==> src/source/coherence_pkg.sv <==
// Coherence package
// Shared sizes, MESI and snoop encodings, and the split address word
package coherence_pkg;

    localparam int CPUS       = 2;
    localparam int CPU_W      = $clog2(CPUS);
    localparam int ADDR_W     = 16;              // Word address
    localparam int DATA_W     = 32;
    localparam int INDEX_W    = 4;
    localparam int TAG_W      = ADDR_W - INDEX_W;
    localparam int LINES      = 1 << INDEX_W;    // Lines per private cache
    localparam int L2_WORDS   = 1 << ADDR_W;
    localparam int L2_LATENCY = 3;               // Start to done, in cycles
    localparam int L2_CNT_W   = $clog2(L2_LATENCY + 1);

    // Line state, every line starts out INVALID
    typedef enum logic [1:0] {
        MODIFIED,
        EXCLUSIVE,
        SHARED,
        INVALID
    } mesi_state_t;

    // READ moves a hit to S, INVAL moves it to I
    // Both hand back the word when the line is M
    typedef enum logic [1:0] {
        SNOOP_NONE,
        SNOOP_READ,
        SNOOP_INVAL
    } snoop_cmd_t;

    typedef struct packed {
        logic [TAG_W-1:0]   tag;
        logic [INDEX_W-1:0] index;
    } addr_fields_t;

    // L2 sees a flat word, caches see tag and index
    typedef union packed {
        logic [ADDR_W-1:0] word;
        addr_fields_t      f;
    } cache_addr_t;

endpackage
==> src/source/request_arbiter.sv <==
// Round-robin request arbiter
// Grant stays locked on one processor until the unit signals done
`timescale 1ns/10ps

module request_arbiter
    import coherence_pkg::*;
(
    input  logic             CLK,
    input  logic             nRST,
    input  logic [CPUS-1:0]  req_valid,
    input  logic             busy_done,
    output logic             grant_valid,
    output logic [CPU_W-1:0] grant_cpu
);

    logic             held;        // Transaction open
    logic [CPU_W-1:0] held_cpu;
    logic [CPU_W-1:0] last;        // Last processor served
    logic [CPU_W-1:0] pick, cand;

    // First pending processor after the last one served
    always_comb begin
        pick = last;
        for (int k = CPUS; k >= 1; k--) begin
            cand = CPU_W'((int'(last) + k) % CPUS);
            if (req_valid[cand])
                pick = cand;
        end
    end

    assign grant_valid = held || (|req_valid);
    assign grant_cpu   = held ? held_cpu : pick;

    always_ff @(posedge CLK or negedge nRST) begin
        if (!nRST) begin
            held     <= 1'b0;
            held_cpu <= '0;
            last     <= CPU_W'(CPUS - 1);  // Processor 0 wins the first tie
        end else if (held && busy_done) begin
            held <= 1'b0;
            last <= held_cpu;
        end else if (!held && (|req_valid)) begin
            held     <= 1'b1;
            held_cpu <= pick;
        end
    end

endmodule

==> config.mk <==
export PLATFORM = sky130hd
export DESIGN_NAME = request_arbiter
export DESIGN_NICKNAME = d
export VERILOG_FILES = /design/src/source/coherence_pkg.sv /design/src/source/request_arbiter.sv
export SDC_FILE = /design/constraint.sdc
export NUM_CORES = 1
export LEC_CHECK = 0
export BUFFER_PORTS_ARGS = -buffer_cell sky130_fd_sc_hd__buf_2
export CORE_AREA = 2 2 39 41
export CTS_CLUSTER_SIZE = 28
export DETAILED_ROUTE_END_ITERATION = 10
export DIE_AREA = 0 0 41 43
export PLACE_DENSITY = 0.39
export SLEW_MARGIN = 5
export SYNTH_ARGS = -nofsm -noshare
export SYNTH_HDL_FRONTEND = slang
export SYNTH_SLANG_ARGS = --single-unit
==> constraint.sdc <==
create_clock -name CLK -period 2.7 [get_ports CLK]
set_clock_uncertainty 0.05 [all_clocks]
set_input_delay 0.27 -clock CLK [delete_from_list [all_inputs] [get_ports CLK]]
set_output_delay 0.27 -clock CLK [all_outputs]
set_load 0.05 [all_outputs]
==> metrics, run 1 <==
Worst Reg2Reg Path Length in Cells 2; Placed Area 211.5 um^2; io pins 7; Clock Latency Late Sink 0.23 ns; final setup TNS 0 ns; post-CTS sizing 0; post-synth top area cell dfrtp_1; outcome finished clean; vias in the first global route 178; top-area cell type share of the netlist area 0.3101; clk slew on worst S/H paths 0.04 ns; worst r2r src held; Buf/Inv on CP 1; Warnings, synthesis 0; initial antenna violation count 0; wire length of the first global-routing pass 655 um; CTS tree built; share of cells above drive strength 1 0.5200; Max Cap Viol 0; Rel. slew slack 0.8346; Inserted Diodes 0; CTS buffer count 3; setup violators final 0; Die H 43 um; routability congestion estimate 0.5306; RSZ-0062 raised after global routing false; reg2reg end held; startpoint types flip-flop; CP required 2.38 ns; CP cell instances nor2b_1 > o31a_1 > buf_2; first drt pass iteration count 1; via count 139; GRT Util Overall 0.06036; DRT antenna net count 0; commonest non-fill, non-tap cell in the layout buf_2; wire per inst 8.951 um; routed wire length 367 um; Core ar. 1384 um^2; slowest cell delay on critical path 0.53 ns; Avg Inst Size Synth 11.53 um^2; CTS root buf clkbuf_4; DRT iter0 DRCs 0; HPWL after detailed placement 295.1 um; worst-path fanout max 3; Tcrit/Tclk final 0.5998; Fillers 148; endpoint type of the worst setup path output port; Peak VDD IR 0.2006 mV; Data arrival, critical path 1.30 ns; hold crit path type input pin to asynchronous set/reset pin; flops & latches, synth 3; Syn Inst Count 14; Nets 31; largest net degree at the start of global routing 7; fin area 247.7 um^2; commonest non-fill, non-tap cells in the layout buf_2, clkbuf_4, nor2b_1, dfrtp_1; synthesis-to-finish area growth 53.49%; synth top area cells dfrtp_1, dfstp_2, nor2b_1; Setup CP Type flip-flop to output port; Die X 41 um; Top delay family on crit path flip-flops; CP max-delay cell dfstp_2; Worst R2R Setup Slack 1.58 ns; clock sink total 3; port bufs 6; die area 1763 um^2; Worst-Margin Slew 0.2498 ns; row cnt 14; DR DRC count 0; Fmax 0.6175 GHz; clk buf depth 2; Power Density 851.1 nW/um^2; Synth cell types 12; Initial Utilization 0.1166; syn_nets 19; LEAKAGE 0.1115 nW; final hold vios 0; min Tclk post-route 1.619 ns; Remaining Overflow, GRT 0; Vias/cell 3.390; sequential fraction of the synthesis area 0.4729; CTS HTree Levels 1; Slew Limit Fails 0; Post-Syn Area 161.4 um^2
-- synth_stat cells, drive strengths merged --
master	count
nor2b	2
o32a	1
and2b	1
mux2	1
o31a	1
dfstp	1
or3	1
nand2	1
inv	1
dfrtp	2
and2	1
or2b	1
-- how the worst max path moves through the flow --
| stage | slack [ns] | depth (start not counted) | endpoint | start |
|---|---|---|---|---|
| detailed placement | 1.32 | 3 | grant_cpu | last |
| floorplan | 1.31 | 2 | grant_cpu | last |
| global route | 1.02 | 3 | grant_cpu | last |
| finish | 1.08 | 3 | grant_cpu | last |
| global placement | 1.35 | 3 | grant_cpu | last |
| CTS | 1.07 | 3 | grant_cpu | last |
-- layout make-up --
cell class / instances / area [um^2] / area share
sequential: 3 / 76.32 / 0.3081
clock buffer: 4 / 26.28 / 0.1061
multi-input combinational: 10 / 81.33 / 0.3283
timing repair buffer: 7 / 40.04 / 0.1616
tap: 16 / 20.02 / 0.08081
inverter: 1 / 3.754 / 0.01515
-- kinds of logic (layout without fill, tap and decap cells) --
| logic type | after synthesis | after routing | share of synthesized area |
|---|---|---|---|
| compound gates | 2 | 2 | 0.1163 |
| mux | 1 | 1 | 0.06976 |
| flops | 3 | 3 | 0.4729 |
| simple gates | 7 | 7 | 0.3178 |
| buf+inv | 1 | 12 | 0.02323 |
-- sequential cells by signal (all words and copies together), names as in the netlist --
| name | count |
|---|---|
| held | 1 |
| last | 1 |
| held_cpu | 1 |
-- what timing repair did --
| item | 4_1_cts | 5_1_grt |
|---|---|---|
| hold endpoints to repair | 3 | 0 |
| buffers inserted | 0 | 0 |
| hold buffers | 1 | 0 |
-- layer usage --
metal  track usage  share of wire  vias up
li1              -              -       70
met1       0.05178           0.44       62
met2       0.07813           0.42        7
met3       0.03665           0.14        0
met4       0.08000              0        0
met5             0              0        -
-- stage by stage --
step / setup WS, ns / total power, W / hold slack, ns / std cells / util
2_1_floorplan: 1.311 / 0.0001177 / -0.07559 / 14 / -
3_3_place_gp: 1.348 / 0.0001299 / 0.01553 / 36 / 0.1528
3_5_place_dp: 1.320 / 0.0001350 / 0.01840 / 36 / 0.1528
4_1_cts: 1.065 / 0.0002177 / 0.3023 / 41 / 0.1790
5_1_grt: 1.024 / 0.0002291 / 0.3196 / 41 / 0.1790
6_report: 1.081 / 0.0002108 / 0.3115 / 41 / 0.1790
-- report_power, final --
group | total [W] | switching, W | leakage (nW) | internal, W
Clock | 0.0000771 | 0.0000218 | 0.0150 | 0.0000553
Combinational | 0.0000624 | 0.0000348 | 0.0635 | 0.0000275
Sequential | 0.0000714 | 0.00000926 | 0.0330 | 0.0000621
No activity file was read; power rests on OpenSTA's default activity.
==> run 2, diff against run 1 <==
==> constraint.sdc (replaced) <==
create_clock -name CLK -period 1.64 [get_ports CLK]
set_clock_uncertainty 0.05 [all_clocks]
set_input_delay 0.164 -clock CLK [delete_from_list [all_inputs] [get_ports CLK]]
set_output_delay 0.164 -clock CLK [all_outputs]
set_load 0.05 [all_outputs]
==> metrics, run 2 (same netlist as run 1, synthesis figures left out) <==
outcome finished clean; GRT Util Overall 0.05030 (-0.01006); Initial Utilization 0.1166 (unchanged); row cnt 14 (unchanged); Die X 41 um (unchanged); commonest non-fill, non-tap cell in the layout buf_2; wire per inst 8.195 um (-8.4%); via count 135 (-2.9%); vias in the first global route 150 (-16%); first drt pass iteration count 1 (unchanged); port bufs 6 (unchanged); setup ws final 0.1354 ns (-0.9452 ns); clk slew on worst S/H paths 0.04 ns (about the same); Nets 31 (unchanged); placed instance count 36 (unchanged); Remaining Overflow, GRT 0 (unchanged); Net Sw Frac 0.3121 (-0.0004606); Fmax 0.6646 GHz; Slew Limit Fails 0 (unchanged); endpoint type of the worst setup path output port; CP cell instances nor2b_1 > o31a_1 > buf_2; Worst-Margin Slew 0.2486 ns (-0.001172 ns); CTS buffer count 3 (unchanged); Fillers 151 (+2.0%); Internal 0.0002386 W (+65%); biggest registers after layout held: 1 flops, held_cpu: 1 flops, last: 1 flops; Clock Latency Late Sink 0.23 ns (about the same); post-CTS sizing 0 (unchanged); Non-Filler Instances 41 (unchanged); clock sink total 3 (unchanged); synthesis-to-finish area growth 53.49% (unchanged); io pins 7 (unchanged); Core ar. 1384 um^2 (unchanged); Top delay family on crit path flip-flops; clk buf depth 2 (unchanged); initial antenna violation count 0 (unchanged); fin util 0.1790 (unchanged); CP required 1.43 ns (-0.95 ns); routed wire length 336 um (-8.4%); hold_ws 0.2029 ns (-0.1086 ns); reg2reg end held; final setup TNS 0 ns (unchanged); die area 1763 um^2 (unchanged); routability congestion estimate 0.5156 (-2.8%); Data arrival, critical path 1.29 ns (about the same); share of cells above drive strength 1 0.5200 (unchanged); LEAKAGE 0.1115 nW (unchanged); Setup CP Type flip-flop to output port; Sequential Power Share 0.336 (-0.003); commonest non-fill, non-tap cells in the layout buf_2, clkbuf_4, nor2b_1, dfrtp_1; CTS tree built; wire length of the first global-routing pass 503 um (-23%); hold crit path type input pin to asynchronous set/reset pin; DRT iter0 DRCs 0 (unchanged); startpoint types flip-flop; DRT antenna net count 0 (unchanged); CTS HTree Levels 1 (unchanged); largest net degree at the start of global routing 7 (unchanged); Clk pwr share 0.371 (+0.005); CTS root buf clkbuf_4; NetSw 0.0001083 W (+64%); Die H 43 um (unchanged); worst r2r src held; slowest cell delay on critical path 0.52 ns (about the same); Post-CTS Setup Repair Bufs 0 (unchanged); Place WS 0.3756 ns (-0.9447 ns); DR DRC count 0 (unchanged); Worst Reg2Reg Path Length in Cells 2 (unchanged); Peak VDD IR 0.3770 mV (+88%); Inserted Diodes 0 (unchanged); Rel. slew slack 0.8354 (about the same); Max Cap Viol 0 (unchanged); min Tclk post-route 1.505 ns; Logic pwr share 0.292 (-0.004); worst-path fanout max 3 (unchanged); RSZ-0062 raised after global routing false; Buf/Inv on CP 1 (unchanged); final hold vios 0 (unchanged); setup violators final 0 (unchanged); Power Density 1400 nW/um^2 (+65%); Tcrit/Tclk final 0.9174; CP max-delay cell dfstp_2; Vias/cell 3.293 (-2.9%); Worst R2R Setup Slack 0.52 ns (-1.06 ns)
==> run 2: stage by stage <==
step | total power [W] | cell area (um^2)
final | 0.0003468 | 247.7
after CTS | 0.0003584 | 247.7
after global routing | 0.0003722 | 247.7
after global placement | 0.0002136 | 211.5
after floorplan | 0.0001938 | 161.4
after detailed placement | 0.0002190 | 211.5
==> run 2: routing by layer <==
layer	routed length [um]	GRT usage
met1	171	0.04531
met2	109	0.05625
met3	39	0.03141
met4	15	0.08000
met5	0	0
==> run 2: timing repair <==
item | 4_1_cts | 5_1_grt
hold endpoints to repair | 3 | 0
setup endpoints to repair | 0 | 0
hold buffers | 1 | 0
==> run 2: cell type report <==
cell class,instances,area [um^2],area share
Sequential cell,3,76.32,0.3081
Inverter,1,3.754,0.01515
Clock buffer,4,26.28,0.1061
Timing Repair Buffer,7,40.04,0.1616
Tap cell,16,20.02,0.08081
Multi-Input combinational cell,10,81.33,0.3283
==> run 2: worst max-delay path by stage <==
stage	startpoint	endpoint	slack [ns]	cells after the start
2_1_floorplan	last	grant_cpu	0.36	2
3_3_place_gp	last	grant_cpu	0.40	3
3_5_place_dp	last	grant_cpu	0.38	3
4_1_cts	last	grant_cpu	0.12	3
5_1_grt	last	grant_cpu	0.1	3
6_report	last	grant_cpu	0.14	3
==> run 2: power by group through the flow <==
stage               Combinational [W]  Sequential, W  Clock [W]
global route                 0.000109       0.000120   0.000143
finish                       0.000101       0.000117   0.000129
CTS                          0.000104       0.000117   0.000138
detailed placement           0.000101       0.000118          0
global placement            0.0000981       0.000116          0
floorplan                   0.0000799       0.000114          0
