$ cat src/source/coherence_pkg.sv
// Coherence package
// Shared sizes, MESI and snoop encodings, and the split address word
package coherence_pkg;

    localparam int CPUS       = 2;
    localparam int CPU_W      = $clog2(CPUS);
    localparam int ADDR_W     = 16;              // Word address
    localparam int DATA_W     = 32;
    localparam int INDEX_W    = 4;
    localparam int TAG_W      = ADDR_W - INDEX_W;
    localparam int LINES      = 1 << INDEX_W;    // Lines per private cache
    localparam int L2_WORDS   = 1 << ADDR_W;
    localparam int L2_LATENCY = 3;               // Start to done, in cycles
    localparam int L2_CNT_W   = $clog2(L2_LATENCY + 1);

    // Line state, every line starts out INVALID
    typedef enum logic [1:0] {
        MODIFIED,
        EXCLUSIVE,
        SHARED,
        INVALID
    } mesi_state_t;

    // READ moves a hit to S, INVAL moves it to I
    // Both hand back the word when the line is M
    typedef enum logic [1:0] {
        SNOOP_NONE,
        SNOOP_READ,
        SNOOP_INVAL
    } snoop_cmd_t;

    typedef struct packed {
        logic [TAG_W-1:0]   tag;
        logic [INDEX_W-1:0] index;
    } addr_fields_t;

    // L2 sees a flat word, caches see tag and index
    typedef union packed {
        logic [ADDR_W-1:0] word;
        addr_fields_t      f;
    } cache_addr_t;

endpackage
$ cat src/source/coherency_unit.sv
// Coherency unit
// Serializes processor requests through lookup, snoop, writeback and fill
`timescale 1ns/10ps

module coherency_unit
    import coherence_pkg::*;
(
    input  logic                 CLK,
    input  logic                 nRST,
    input  logic                 grant_valid,
    input  logic [CPU_W-1:0]     grant_cpu,
    input  logic [CPUS-1:0]      req_write,
    input  cache_addr_t          req_addr [CPUS],
    input  logic [DATA_W-1:0]    req_wdata [CPUS],
    output logic [CPUS-1:0]      req_ready,
    output logic [CPUS-1:0]      resp_valid,
    output logic [DATA_W-1:0]    resp_rdata [CPUS],
    output logic                 done,
    input  logic [CPUS-1:0]      lk_hit,
    input  mesi_state_t          lk_state [CPUS],
    input  logic [DATA_W-1:0]    lk_data [CPUS],
    input  logic [TAG_W-1:0]     lk_victim_tag [CPUS],
    output logic [CPUS-1:0]      upd_en,
    output logic [TAG_W-1:0]     upd_tag [CPUS],
    output mesi_state_t          upd_state [CPUS],
    output logic [DATA_W-1:0]    upd_data [CPUS],
    output snoop_cmd_t           snoop_cmd,
    output cache_addr_t          snoop_addr,
    output logic                 snoop_apply,
    input  logic                 snoop_hit,
    input  mesi_state_t          snoop_state,
    input  logic [DATA_W-1:0]    snoop_data,
    output logic                 l2_start,
    output logic                 l2_write,
    output cache_addr_t          l2_addr,
    output logic [DATA_W-1:0]    l2_wdata,
    input  logic                 l2_done,
    input  logic [DATA_W-1:0]    l2_rdata
);

    typedef enum logic [2:0] {
        IDLE, LOOKUP, SNOOP, WB_VICTIM, WB_SNOOP, FILL, RESPOND
    } cu_state_t;

    cu_state_t          state, next_state;
    logic               ready_en;    // Holds ready off for the first cycle out of reset
    logic               l2_busy;     // L2 access already started in this state
    logic [CPU_W-1:0]   cpu_q;
    cache_addr_t        addr_q;
    logic               write_q;
    logic [DATA_W-1:0]  wdata_q;
    logic               vic_q, snp_hit_q, snp_mod_q;
    logic [TAG_W-1:0]   vic_tag_q;
    logic [DATA_W-1:0]  vic_data_q, snp_data_q, resp_data_q;
    logic               install_q;
    mesi_state_t        inst_state_q;
    logic               need_fill;

    assign need_fill = !write_q && !snp_hit_q;  // Only a read nobody could supply

    always_ff @(posedge CLK or negedge nRST) begin
        if (!nRST) begin
            state    <= IDLE;
            ready_en <= 1'b0;
            l2_busy  <= 1'b0;
        end else begin
            state    <= next_state;
            ready_en <= 1'b1;
            if (l2_start)
                l2_busy <= 1'b1;
            else if (l2_done)
                l2_busy <= 1'b0;
        end
    end

    always_comb begin
        next_state = state;
        case (state)
            IDLE:   if (grant_valid && ready_en) next_state = LOOKUP;
            LOOKUP: begin
                // E and M writes go straight through, S needs the other copy killed
                if (lk_hit[cpu_q] && (!write_q || lk_state[cpu_q] inside {MODIFIED, EXCLUSIVE}))
                    next_state = RESPOND;
                else
                    next_state = SNOOP;
            end
            SNOOP: begin
                if (vic_q)
                    next_state = WB_VICTIM;
                else if (snoop_hit && snoop_state == MODIFIED)
                    next_state = WB_SNOOP;
                else if (!write_q && !snoop_hit)
                    next_state = FILL;
                else
                    next_state = RESPOND;
            end
            WB_VICTIM: begin
                if (l2_done)
                    next_state = snp_mod_q ? WB_SNOOP : (need_fill ? FILL : RESPOND);
            end
            WB_SNOOP, FILL: if (l2_done) next_state = RESPOND;
            RESPOND: next_state = IDLE;
            default: next_state = IDLE;
        endcase
    end

    // Request and line payload
    always_ff @(posedge CLK) begin
        case (state)
            IDLE: begin
                cpu_q   <= grant_cpu;
                addr_q  <= req_addr[grant_cpu];
                write_q <= req_write[grant_cpu];
                wdata_q <= req_wdata[grant_cpu];
            end
            LOOKUP: begin
                vic_q        <= !lk_hit[cpu_q] && lk_state[cpu_q] == MODIFIED; // Dirty, other tag
                vic_tag_q    <= lk_victim_tag[cpu_q];
                vic_data_q   <= lk_data[cpu_q];
                install_q    <= write_q;
                inst_state_q <= MODIFIED;     // Silent E to M on a write hit
                resp_data_q  <= write_q ? wdata_q : lk_data[cpu_q];
            end
            SNOOP: begin
                snp_hit_q  <= snoop_hit;
                snp_mod_q  <= snoop_hit && snoop_state == MODIFIED;
                snp_data_q <= snoop_data;
                install_q  <= 1'b1;
                if (write_q)
                    inst_state_q <= MODIFIED;
                else
                    inst_state_q <= snoop_hit ? SHARED : EXCLUSIVE;
                if (!write_q && snoop_hit)
                    resp_data_q <= snoop_data;   // Cache to cache supply
            end
            FILL: if (l2_done) resp_data_q <= l2_rdata;
            default: ;
        endcase
    end

    always_comb begin
        for (int i = 0; i < CPUS; i++) begin
            req_ready[i]  = state == IDLE && ready_en && (!grant_valid || grant_cpu == CPU_W'(i));
            resp_valid[i] = state == RESPOND && cpu_q == CPU_W'(i);
            resp_rdata[i] = resp_data_q;
            upd_en[i]     = state == RESPOND && install_q && cpu_q == CPU_W'(i);
            upd_tag[i]    = addr_q.f.tag;
            upd_state[i]  = inst_state_q;
            upd_data[i]   = resp_data_q;
        end
    end

    assign done        = state == RESPOND;
    assign snoop_addr  = addr_q;     // Also drives both lookup ports
    assign snoop_apply = state == SNOOP;
    assign snoop_cmd   = state != SNOOP ? SNOOP_NONE : (write_q ? SNOOP_INVAL : SNOOP_READ);

    // One L2 access per state, started on its first cycle
    assign l2_start = state inside {WB_VICTIM, WB_SNOOP, FILL} && !l2_busy;
    assign l2_write = state != FILL;
    assign l2_wdata = state == WB_VICTIM ? vic_data_q : snp_data_q;

    always_comb begin
        l2_addr = addr_q;
        if (state == WB_VICTIM)
            l2_addr.f.tag = vic_tag_q;  // Victim shares the index
    end

endmodule

$ cat config.mk
export PLATFORM = sky130hd
export DESIGN_NAME = coherency_unit
export DESIGN_NICKNAME = d
export VERILOG_FILES = /design/src/source/coherence_pkg.sv /design/src/source/coherency_unit.sv
export SDC_FILE = /design/constraint.sdc
export NUM_CORES = 1
export LEC_CHECK = 0
export BUFFER_PORTS_ARGS = -buffer_cell sky130_fd_sc_hd__buf_2
export CORE_AREA = 2 2 191 193
export CTS_CLUSTER_DIAMETER = 150
export CTS_CLUSTER_SIZE = 28
export DETAILED_ROUTE_END_ITERATION = 10
export DIE_AREA = 0 0 193 195
export PLACE_DENSITY_LB_ADDON = 0.15
export SETUP_SLACK_MARGIN = 0.15
export SLEW_MARGIN = 25
export SYNTH_ARGS = -nofsm -noshare
export SYNTH_HDL_FRONTEND = slang
export SYNTH_SLANG_ARGS = --single-unit
$ cat constraint.sdc
create_clock -name CLK -period 7.7 [get_ports CLK]
set_input_delay 0.77 -clock CLK [delete_from_list [all_inputs] [get_ports CLK]]
set_output_delay 0.77 -clock CLK [all_outputs]
set_load 0.1 [all_outputs]
==> results.sh <==
export IMPL_outcome="finished, final reports clean"
export IMPL_final_antenna_net_count=0
export IMPL_yosysSeqAreaShare=0.561
export IMPL_ios=496
export IMPL_grt_pass1_wl_um=40300
export IMPL_netlist_cell_type_count=37
export IMPL_tightest_slew_ps=832
export IMPL_grt_max_degree=69
export IMPL_rrSetupSlack_ps=5100
export IMPL_hold_viol_final=0
export IMPL_cp_data_required_time_ps=6930
export IMPL_die_area_um2=37600
export IMPL_drv_slew=0
export IMPL_synth_seq_cells=169
export IMPL_rows=69
export IMPL_core_area_um2=35400
export IMPL_setup_viol=0
export IMPL_cts_root_buf="clkbuf_16"
export IMPL_multiInputGateArea_um2=2760
export IMPL_globalRouteOverflowTotal=0
export IMPL_fmax_ghz=0.286
export IMPL_nets=1255
export IMPL_hold_path_class="in2async"
export IMPL_hpwlAfterDp_um=21000
export IMPL_netlist_area_leader_share=0.548
export IMPL_path_class="reg2out"
export IMPL_n_fill_cell=3619
export IMPL_holdWs_ps=136
export IMPL_postSynthCellCount=628
export IMPL_maxSlewHeadroom=0.446
export IMPL_initial_core_util=0.254
export IMPL_wl_um=28800
export IMPL_drt_first_pass_iters=4
export IMPL_period_needed_ps=3500
export IMPL_viasPerCell=4.24
export IMPL_synthTopCellsByArea="edfxtp_1 (55%), mux2_2 (16%), buf_4 (11%)"
export IMPL_port_buffers=495
export IMPL_die_w_um=193
export IMPL_grt_usage=0.150
export IMPL_synth_area_leader_cell="edfxtp_1"
export IMPL_skew_ps=8.44
export IMPL_clkLatencyLatePin_ps=440
export IMPL_drt_iter0_drc=183
export IMPL_yosysWarnings=0
export IMPL_path_clk_slew_ps=70
export IMPL_cts_hold_buf=0
export IMPL_r2r_end="resp_data_q[0]"
export IMPL_cts_sinks=169
export IMPL_crit_path_start_kind="register"
export IMPL_drive_above_1_share=0.695
export IMPL_r2r_start="state[1]"
export IMPL_place_gp_congestion=0.728
export IMPL_clock_path_buffers=2
export IMPL_area_delta_synth_final_pct=28.0
export IMPL_syn_avg_cell_area_um2=14.3
export IMPL_cts_buffers=17
export IMPL_tns_ps=0
export IMPL_antenna_cells=0
export IMPL_vias=6208
export IMPL_post_cts_resized=0
export IMPL_wl_per_cell_um=19.6
export IMPL_finalCritPeriodShare=0.454
export IMPL_cts_htree_levels=4
export IMPL_grt_pass1_vias=6374
export IMPL_syn_nets=892
export IMPL_synth_area_um2=8990
export IMPL_cts_tree="built"
export IMPL_worst_ep_arrival_time_ps=2730
export IMPL_cts_setup_buffers=0
export IMPL_antenna_found_initial=2
export IMPL_drcViolationCount=0
export IMPL_rsz0062_at_grt="false"
export IMPL_rr_worst_depth=6
export IMPL_utilization=0.325
export IMPL_crit_fanout=68
export IMPL_drv_cap=0
export IMPL_end_kind="output pin"
export IMPL_die_h_um=195
export IMPL_ff_latch_area_um2=5050
final cells by class:
type	count	area share
Sequential cell	169	0.439
Multi-Input combinational cell	293	0.240
Timing Repair Buffer	505	0.222
Tap cell	461	0.0501
Clock buffer	17	0.0370
Clock inverter	15	0.0104
Inverter	5	0.00207
through the flow:
stage	std cells	worst slack, ps	area, um2
6_report	1465	4200	11500
5_1_grt	1465	4030	11500
4_1_cts	1465	4120	11500
3_5_place_dp	1433	4620	11000
3_3_place_gp	1433	4650	11000
2_1_floorplan	628	937	8990
kinds of logic (layout without fill, tap and decap cells):
logic type | after synthesis | count (layout) | synth area share
AO/OA/AOI/OAI | 80 | 80 | 0.0679
buffers and inverters | 166 | 542 | 0.134
flip-flops | 169 | 169 | 0.561
multiplexers | 173 | 173 | 0.212
other | 1 | 1 | 0.000417
AND/OR/NAND/NOR | 39 | 39 | 0.0245
cells in the final DEF, fill, tap and decap left out, types with 4 or more instances in the layout:
| cell type | instances |
|---|---|
| buf_2 | 495 |
| edfxtp_1 | 164 |
| mux2_2 | 126 |
| mux2i_1 | 35 |
| a22oi_1 | 32 |
| o21ai_2 | 28 |
| clkbuf_16 | 17 |
| mux2_1 | 12 |
| buf_4 | 10 |
| nand2_1 | 8 |
| clkinv_4 | 6 |
| nor2_1 | 6 |
| nand2b_1 | 5 |
| o21ai_0 | 5 |
| dfrtp_1 | 5 |
| nor3_1 | 4 |
| a21oi_1 | 4 |
| and2_1 | 4 |
flip-flops by register name, indices dropped and copies added (netlist names), 2 cells and up:
name          count
state             3
inst_state_q      2
vic_tag_q        12
snoop_addr       16
resp_data_q      32
snp_data_q       32
wdata_q          32
vic_data_q       32
synthesized netlist by cell type:
cell type / count
a211oi_1: 1
a21oi_1: 4
a222oi_1: 1
a22o_1: 1
a22oi_1: 32
and2_1: 4
and3_1: 1
buf_2: 21
buf_4: 127
buf_6: 10
clkbuf_1: 3
clkinv_4: 1
conb_1: 1
dfrtp_1: 5
edfxtp_1: 164
inv_1: 3
inv_2: 1
mux2_1: 12
mux2_2: 126
mux2i_1: 35
nand2_1: 8
nand2_4: 1
nand2b_1: 5
nand3b_1: 1
nor2_1: 6
nor2_2: 1
nor2b_1: 2
nor3_1: 5
nor3_2: 1
nor3b_1: 2
o21ai_0: 5
o21ai_1: 3
o21ai_2: 28
o22ai_1: 1
o31ai_1: 2
o41ai_1: 2
or3b_1: 2
worst max-delay path: stages (launching register included):
cell      delay [ps]
dfrtp_1          570
or3b_1           560
clkinv_4         510
and2_1           210
buf_2            420
how the worst max path moves through the flow:
stage / startpoint / end
finish: state[1] / snoop_cmd[1]
global route: state[1] / snoop_cmd[1]
CTS: state[1] / snoop_cmd[1]
detailed placement: state[1] / snoop_cmd[1]
global placement: state[1] / snoop_cmd[1]
floorplan: state[1] / req_ready[0]
routing by layer:
metal | part of all wire | GRT usage | vias to the layer above
li1 | - | - | 2957
met3 | 0.071 | 0.0388 | 15
met4 | 0.012 | 0.0421 | 0
met2 | 0.52 | 0.266 | 313
met5 | 0 | 0 | -
met1 | 0.40 | 0.176 | 2923
Power is left out: the tool's default activity adds up to more than one toggle a clock period on the data nets, which glitch-free logic cannot reach.
