**src/source/coherence_pkg.sv**
```systemverilog
// Coherence package
// Shared sizes, MESI and snoop encodings, and the split address word
package coherence_pkg;

    localparam int CPUS       = 2;
    localparam int CPU_W      = $clog2(CPUS);
    localparam int ADDR_W     = 16;              // Word address
    localparam int DATA_W     = 32;
    localparam int INDEX_W    = 4;
    localparam int TAG_W      = ADDR_W - INDEX_W;
    localparam int LINES      = 1 << INDEX_W;    // Lines per private cache
    localparam int L2_WORDS   = 1 << ADDR_W;
    localparam int L2_LATENCY = 3;               // Start to done, in cycles
    localparam int L2_CNT_W   = $clog2(L2_LATENCY + 1);

    // Line state, every line starts out INVALID
    typedef enum logic [1:0] {
        MODIFIED,
        EXCLUSIVE,
        SHARED,
        INVALID
    } mesi_state_t;

    // READ moves a hit to S, INVAL moves it to I
    // Both hand back the word when the line is M
    typedef enum logic [1:0] {
        SNOOP_NONE,
        SNOOP_READ,
        SNOOP_INVAL
    } snoop_cmd_t;

    typedef struct packed {
        logic [TAG_W-1:0]   tag;
        logic [INDEX_W-1:0] index;
    } addr_fields_t;

    // L2 sees a flat word, caches see tag and index
    typedef union packed {
        logic [ADDR_W-1:0] word;
        addr_fields_t      f;
    } cache_addr_t;

endpackage
```
**src/source/cache_line_array.sv**
```systemverilog
// Private direct-mapped cache, one word per line
// Requester lookup and snoop lookup run side by side on the same arrays
`timescale 1ns/10ps

module cache_line_array
    import coherence_pkg::*;
(
    input  logic              CLK,
    input  logic              nRST,
    input  cache_addr_t       lk_addr,
    output logic              lk_hit,
    output mesi_state_t       lk_state,
    output logic [DATA_W-1:0] lk_data,
    output logic [TAG_W-1:0]  lk_victim_tag,
    input  logic              upd_en,
    input  cache_addr_t       upd_addr,
    input  mesi_state_t       upd_state,
    input  logic [DATA_W-1:0] upd_data,
    input  snoop_cmd_t        snoop_cmd,
    input  cache_addr_t       snoop_addr,
    input  logic              snoop_apply,
    output logic              snoop_hit,
    output mesi_state_t       snoop_state,
    output logic [DATA_W-1:0] snoop_data
);

    logic [TAG_W-1:0]   tags   [LINES];
    logic [DATA_W-1:0]  data   [LINES];
    mesi_state_t        states [LINES];
    logic [INDEX_W-1:0] lk_idx, sn_idx, up_idx;
    logic               upd_same;     // Unit writes the line being snooped

    assign lk_idx = lk_addr.f.index;
    assign sn_idx = snoop_addr.f.index;
    assign up_idx = upd_addr.f.index;

    // Requester side
    assign lk_state      = states[lk_idx];
    assign lk_data       = data[lk_idx];
    assign lk_victim_tag = tags[lk_idx];
    assign lk_hit        = states[lk_idx] != INVALID && tags[lk_idx] == lk_addr.f.tag;

    // Snoop side, idle command never hits
    assign snoop_state = states[sn_idx];
    assign snoop_data  = data[sn_idx];
    assign snoop_hit   = snoop_cmd != SNOOP_NONE && states[sn_idx] != INVALID
                         && tags[sn_idx] == snoop_addr.f.tag;

    assign upd_same = upd_en && up_idx == sn_idx;

    always_ff @(posedge CLK or negedge nRST) begin
        if (!nRST) begin
            for (int i = 0; i < LINES; i++)
                states[i] <= INVALID;
        end else begin
            if (upd_en)
                states[up_idx] <= upd_state;
            if (snoop_apply && snoop_hit && !upd_same) begin
                // M and E both drop to S on a read, anything goes to I on inval
                states[sn_idx] <= snoop_cmd == SNOOP_INVAL ? INVALID : SHARED;
            end
        end
    end

    always_ff @(posedge CLK) begin
        if (upd_en) begin
            tags[up_idx] <= upd_addr.f.tag;
            data[up_idx] <= upd_data;
        end
    end

endmodule

```
**config.mk**
```make
export PLATFORM = sky130hd
export DESIGN_NAME = cache_line_array
export DESIGN_NICKNAME = d
export VERILOG_FILES = /design/src/source/coherence_pkg.sv /design/src/source/cache_line_array.sv
export SDC_FILE = /design/constraint.sdc
export NUM_CORES = 1
export LEC_CHECK = 0
export BUFFER_PORTS_ARGS = -buffer_cell sky130_fd_sc_hd__buf_2
export CORE_UTILIZATION = 53
export CTS_BUF_LIST = sky130_fd_sc_hd__clkbuf_4 sky130_fd_sc_hd__clkbuf_8 sky130_fd_sc_hd__clkbuf_16
export CTS_CLUSTER_DIAMETER = 150
export DETAILED_ROUTE_END_ITERATION = 6
export GPL_TIMING_DRIVEN = 0
export PLACE_DENSITY_LB_ADDON = 0.12
export SYNTH_ARGS = -nofsm -noshare
export SYNTH_HDL_FRONTEND = slang
export SYNTH_SLANG_ARGS = --single-unit
```
**constraint.sdc**
```tcl
create_clock -name CLK -period 6.71 [get_ports CLK]
set_input_delay 0 -clock CLK [delete_from_list [all_inputs] [get_ports CLK]]
set_output_delay 0 -clock CLK [all_outputs]
set_load 0.1 [all_outputs]
```
==> flow_summary.ini, run 1 <==
[clock_tree]
htreeDepth = 3
cts_buffer_depth = 3
root_buffer = clkbuf_16
cts_tree = yes
clk_pin_slew_ns = 0.06
cts_resized = 0
cts_sinks = 736
numCtsBuffers = 78
post_cts_buffers = 0
clk_latency_ns = 0.63

[drt]
wl_met2_um = 47430
ant_nets = 0
drc = 0
post_drt_wl_per_cell_um = 34.27
drt_iter0_markers = 2653
drt_wl_total_um = 96130
dr.pass1.iters = 5
wl_met1_um = 37420
vias = 19220
highest_layer = met5
detail_route.vias_per_cell = 6.851
wl_met3_um = 8421

[job]
cap_violations = 0

[run_status]
status = finished, final reports clean

[pwr]
power.total_mw = 11.12
p_sw_frac = 0.2581
power_density_mw_per_mm2 = 276.6
ir_drop_mv = 0.1780
p_int_mw = 8.247
p_clk_frac = 0.385
p_leak_nw = 13.07
p_seq_frac = 0.474
p_sw_mw = 2.869
p_comb_frac = 0.140

[timing]
period_share = 0.6572
max_freq_mhz = 226.8
tightest_slew_ns = 1.330
setup_viol = 0
relSlewSlack = 0.1131
fin_hold_ws_ns = 0.03624
finalHoldViolations = 0
skew_ns = 0.02892
period_needed_ns = 4.410
slew_violations = 0
rsz0062_at_grt = no

[floorplan]
die_x_um = 256.5
die_h_um = 256.5
die_area_mm2 = 0.06580
row_count = 92
io_pins = 170
start_util = 0.5403
placeableCoreArea_mm2 = 0.06354

[layout]
nNetsFinal = 1988
drive_above_1_share = 0.4319
area_growth_syn_to_layout_pct = 17.04
antenna_cells = 0
seqCellArea_mm2 = 0.02198
multiInputGateArea_mm2 = 0.01192
n_fill_cell = 4395
fin_util = 0.6324

[yosys]
yosysUniqueCellTypes = 48
synth-main-ff-cell = edfxtp_1
syn_area_mm2 = 0.03433
synth_edf_count = 704
synth_top_area_frac = 0.6157
yosys_warnings = 0
syn_inst = 1556
async_flop_share = 0.04348
synth.avg_cell_area_um2 = 22.06
synth.top_cells.by_area = edfxtp_1 62%, mux4_2 28%, dfstp_2 2.4%, mux2i_1 1.9%, mux4_1 1.2%
yosys.area.top_type = edfxtp_1
yosysSeqAreaShare = 0.6402
ys_ff_latch = 736
synth.net_count = 1644

[global_routing]
grt_max_degree = 33
grt.total_usage = 0.3000
grt_pass1_wl_um = 139800
antenna_found_initial = 3
grt_pass1_vias = 20280
overflow = 0

[place]
io_buffer_count = 161
hpwl_um = 62850
gp_congestion = 0.8619

[worst_setup_path]
crit_fanout = 10
setup.worst_path.end_class = primary output
worstSetupPathType = input port to primary output
startpoint_type = input port
required_ns = 6.71
crit_arrival_ns = 4.41

[worst_hold_path]
min_path_type = input port to flop
-- state kept, by name (all words and copies together) (netlist names) --
register / count
data: 512
tags: 192
states: 32
-- power by group through the flow --
stage | sequential [mW] | clock (mW) | combinational [mW]
floorplan | 5.34 | 0 | 1.12
global placement | 5.36 | 0 | 1.50
detailed placement | 5.36 | 0 | 1.53
CTS | 5.27 | 4.33 | 1.56
global route | 5.29 | 4.50 | 1.62
finish | 5.27 | 4.28 | 1.56
-- cell usage after synthesis, types with 3 or more instances --
master / instances
mux2i_1: 65
nor2_1: 21
mux4_2: 420
a21oi_1: 3
nand2b_1: 5
or3_4: 8
nand3_1: 32
or3_1: 7
inv_1: 3
nand2_1: 22
nor3_1: 6
a211oi_1: 3
xor2_1: 17
mux4_1: 16
a22o_1: 5
dfstp_2: 32
buf_1: 30
buf_2: 20
buf_12: 3
mux2_2: 5
a22oi_1: 10
nor2b_1: 5
o21ai_0: 12
edfxtp_1: 704
xnor2_1: 11
clkbuf_1: 63
-- stage by stage --
step / TNS, ns / instances / setup slack (ns) / area [um^2]
floorplan: 0 / 1556 / 2.411 / 34330
global placement: -461.76 / 2563 / -2.863 / 36200
detailed placement: 0 / 2616 / 2.155 / 37140
CTS: 0 / 2805 / 2.177 / 40180
global route: 0 / 2805 / 1.984 / 40180
finish: 0 / 2805 / 2.300 / 40180
-- metal layers --
| metal | up-vias | track usage |
|---|---|---|
| met3 | 202 | 0.05526 |
| met1 | 10260 | 0.4217 |
| met4 | 6 | 0.09441 |
| met2 | 1134 | 0.4828 |
| li1 | 7611 | - |
| met5 | - | 0 |
-- cell usage in the layout (no fill, tap or decap), types with 4 or more instances in the layout --
cell type	instances
buf_12	24
mux4_2	420
o21ai_0	12
bufinv_16	5
dfstp_2	32
buf_6	29
clkbuf_1	63
clkinv_2	13
xnor2_1	11
clkbuf_16	82
dlygate4sd3_1	50
nor2_1	9
nand2b_1	5
mux4_1	16
clkbuf_8	6
nor3_2	4
nor2b_1	5
clkbuf_4	10
mux2_2	5
mux2i_1	65
or3_1	7
nor2_4	12
xor2_1	17
a22oi_1	10
a22o_1	5
edfxtp_1	704
nand2_1	22
or3_4	8
clkinv_1	17
nand3_1	32
buf_1	30
buf_2	181
-- final timing paths --
kind,from,endpoint,slack (ns),cells past startpoint
min in group asynchronous,nRST,states[10]$_DFF_PN1_,0.39,2
max reg2reg,tags[9][10]$_DFFE_PP_,states[8]$_DFF_PN1_,2.98,9
min reg2reg,states[25]$_DFF_PN1_,states[25]$_DFF_PN1_,0.51,2
max,lk_addr[0],lk_data[21],2.30,9
min,snoop_apply,states[12]$_DFF_PN1_,0.04,6
max in group asynchronous,nRST,states[4]$_DFF_PN1_,6.27,2
-- worst max-delay path, stage by stage --
cell and delay [ns]:
clkbuf_1 0.15, buf_2 0.39, buf_2 0.43, buf_2 0.43
clkbuf_1 0.61, buf_1 0.94, mux4_2 0.62, mux4_2 0.51
buf_2 0.32
-- layout make-up --
class | count | area share
flip-flops and latches | 736 | 0.5470
multi-input cells | 699 | 0.2966
repair buffers | 264 | 0.05315
clock buffers | 98 | 0.05499
inverters | 3 | 0.0002802
clock inverters | 41 | 0.008345
plain buffers | 118 | 0.01323
well taps | 846 | 0.02634
-- repair_timing --
item,4_1_cts,5_1_grt
endpoints found under the setup margin,0,0
hold buffers,50,0
hold endpoints to repair,759,0
-- cell families (layout without fill, tap and decap cells) --
logic type,count (synthesis),after routing,share of synthesized area
compound gates,45,45,0.009330
xor+xnor,28,28,0.007143
buf+inv,121,524,0.01582
flops,736,736,0.6402
mux,506,506,0.3083
simple gates,120,120,0.01913
No activity file was read; power rests on OpenSTA's default activity.
==> run 2: changes to the inputs <==
- clock period: 6.71 -> 3.6 ns (I/O delays scaled with it)
==> flow_summary.ini, run 2 (synthesized netlist as in run 1, its figures left out) <==
[run_status]
status = finished with violations
violations = setup timing

[layout]
mostFrequentLayoutCells = 704 x edfxtp_1, 420 x mux4_2, 170 x buf_2, 79 x clkbuf_16, 65 x mux2i_1
fin_util = 0.6375
area_growth_syn_to_layout_pct = 17.99
reg_top3 = data: 512 flops, tags: 192 flops, states: 32 flops
nNetsFinal = 1987
n_fill_cell = 4357
layout_commonest_cell = edfxtp_1
drive_above_1_share = 0.4644
largest_reg_flops = 512
top_register = data

[global_routing]
grt_pass1_wl_um = 139300
grt_max_degree = 33
grt.total_usage = 0.2996
grt_pass1_vias = 20240
overflow = 0
antenna_found_initial = 1

[drt]
post_drt_wl_per_cell_um = 34.35
vias = 19360
drt_iter0_markers = 2563
ant_nets = 0
dr.pass1.iters = 5
drt_wl_total_um = 96230
detail_route.vias_per_cell = 6.910
drc = 0

[floorplan]
die_area_mm2 = 0.06580
die_x_um = 256.5
die_h_um = 256.5
row_count = 92
start_util = 0.5403
io_pins = 170
placeableCoreArea_mm2 = 0.06354

[job]
cap_violations = 0

[pwr]
p_leak_nw = 13.30
ir_drop_mv = 0.3997
power_density_mw_per_mm2 = 511.8
power.total_mw = 20.73

[clock_tree]
root_buffer = clkbuf_16
clk_pin_slew_ns = 0.06
cts_tree = yes
cts_buffer_depth = 3
numCtsBuffers = 79
cts_sinks = 736
clk_latency_ns = 0.61
htreeDepth = 3

[worst_setup_path]
cpPeakStageDelay_ns = 0.66
crit_fanout = 10
crit_arrival_ns = 3.68
startpoint_type = input port
required_ns = 3.60
path_cells = clkdlybuf4s15_2, clkbuf_1, clkbuf_1, clkbuf_2, mux4_2, mux4_2, buf_2
setup.worst_path.end_class = primary output
cp_slowest_cell = clkbuf_1
worstSetupPathType = input port to primary output
timing.rr.start = tags[1][6]$_DFFE_PP_
reg2reg_depth = 10
crit_start = lk_addr[1]

[timing]
period_needed_ns = 3.680
relSlewSlack = 0.1603
max_freq_mhz = 271.8
tightest_slew_ns = 1.260
finalHoldViolations = 0
setup_viol = 8
slew_violations = 0
fin_hold_ws_ns = 0.1007
period_share = 1.022
skew_ns = 0.01840
setup_slack_ns = -0.07982
rsz0062_at_grt = yes

[worst_hold_path]
min_path_cells = 5
min_path_type = input port to flop
min_from = upd_en

[place]
io_buffer_count = 161
hpwl_um = 63430
place_ws_ns = -0.8929
gp_congestion = 0.8598
==> run 2: cell type report <==
type                       instances  area, um^2  area share
clock inverter                    34       341.6    0.008432
antenna                            2       5.005   0.0001235
tap                              846        1059     0.02613
buffer                           118       760.7     0.01878
multi-input combinational        699       11960      0.2953
sequential                       736       21980      0.5426
clock buffer                     101        2148     0.05303
timing repair buffer             262        2241     0.05532
inverter                           3       11.26   0.0002780
==> run 2: per-stage QoR <==
step	TNS, ns	cell area (um^2)	cells
floorplan	-34.29	34350	1556
global placement	-1984.11	36210	2563
detailed placement	-50.06	37230	2612
CTS	0	40490	2798
global route	-0.01891	40510	2799
finish	-0.3787	40510	2801
==> run 2: power by group <==
part,leakage (nW),switching (mW),internal [mW]
registers,6.69,0.136,9.70
logic,5.35,1.94,1.00
clock network,1.25,3.25,4.70
total,13.3,5.33,15.4
==> run 2: routing by layer <==
metal / GRT usage / wire length (um) / part of all wire / vias to the layer above
met5: 0 / 0 / 0 / -
met4: 0.1005 / 2974 / 0.031 / 0
met3: 0.05842 / 9448 / 0.098 / 208
met2: 0.4846 / 48130 / 0.50 / 1182
met1: 0.4137 / 35680 / 0.37 / 10360
li1: - / - / - / 7607
==> run 2: repair_timing <==
| item | in CTS | in global routing |
|---|---|---|
| resized for setup | 107 | 22 |
| pin swaps | 0 | 2 |
| buffers inserted | 0 | 1 |
| hold buffers | 51 | 0 |
| hold endpoints to repair | 758 | 0 |
| gates cloned | 0 | 0 |
| endpoints found under the setup margin | 66 | 42 |
==> run 2: final timing paths <==
kind / endpoint / slack [ns]
worst max-delay path: lk_data[27] / -0.08
worst min-delay path: states[6]$_DFF_PN1_ / 0.10
worst max register to register: states[0]$_DFF_PN1_ / 0.13
worst min register to register: states[25]$_DFF_PN1_ / 0.51
max in group asynchronous: states[25]$_DFF_PN1_ / 3.15
min in group asynchronous: states[10]$_DFF_PN1_ / 0.40
==> run 2: worst max-delay path, delay by kind of cell <==
family / cells / cell delay [ns]
buffers and inverters: 5 / 2.70
muxes: 2 / 0.96
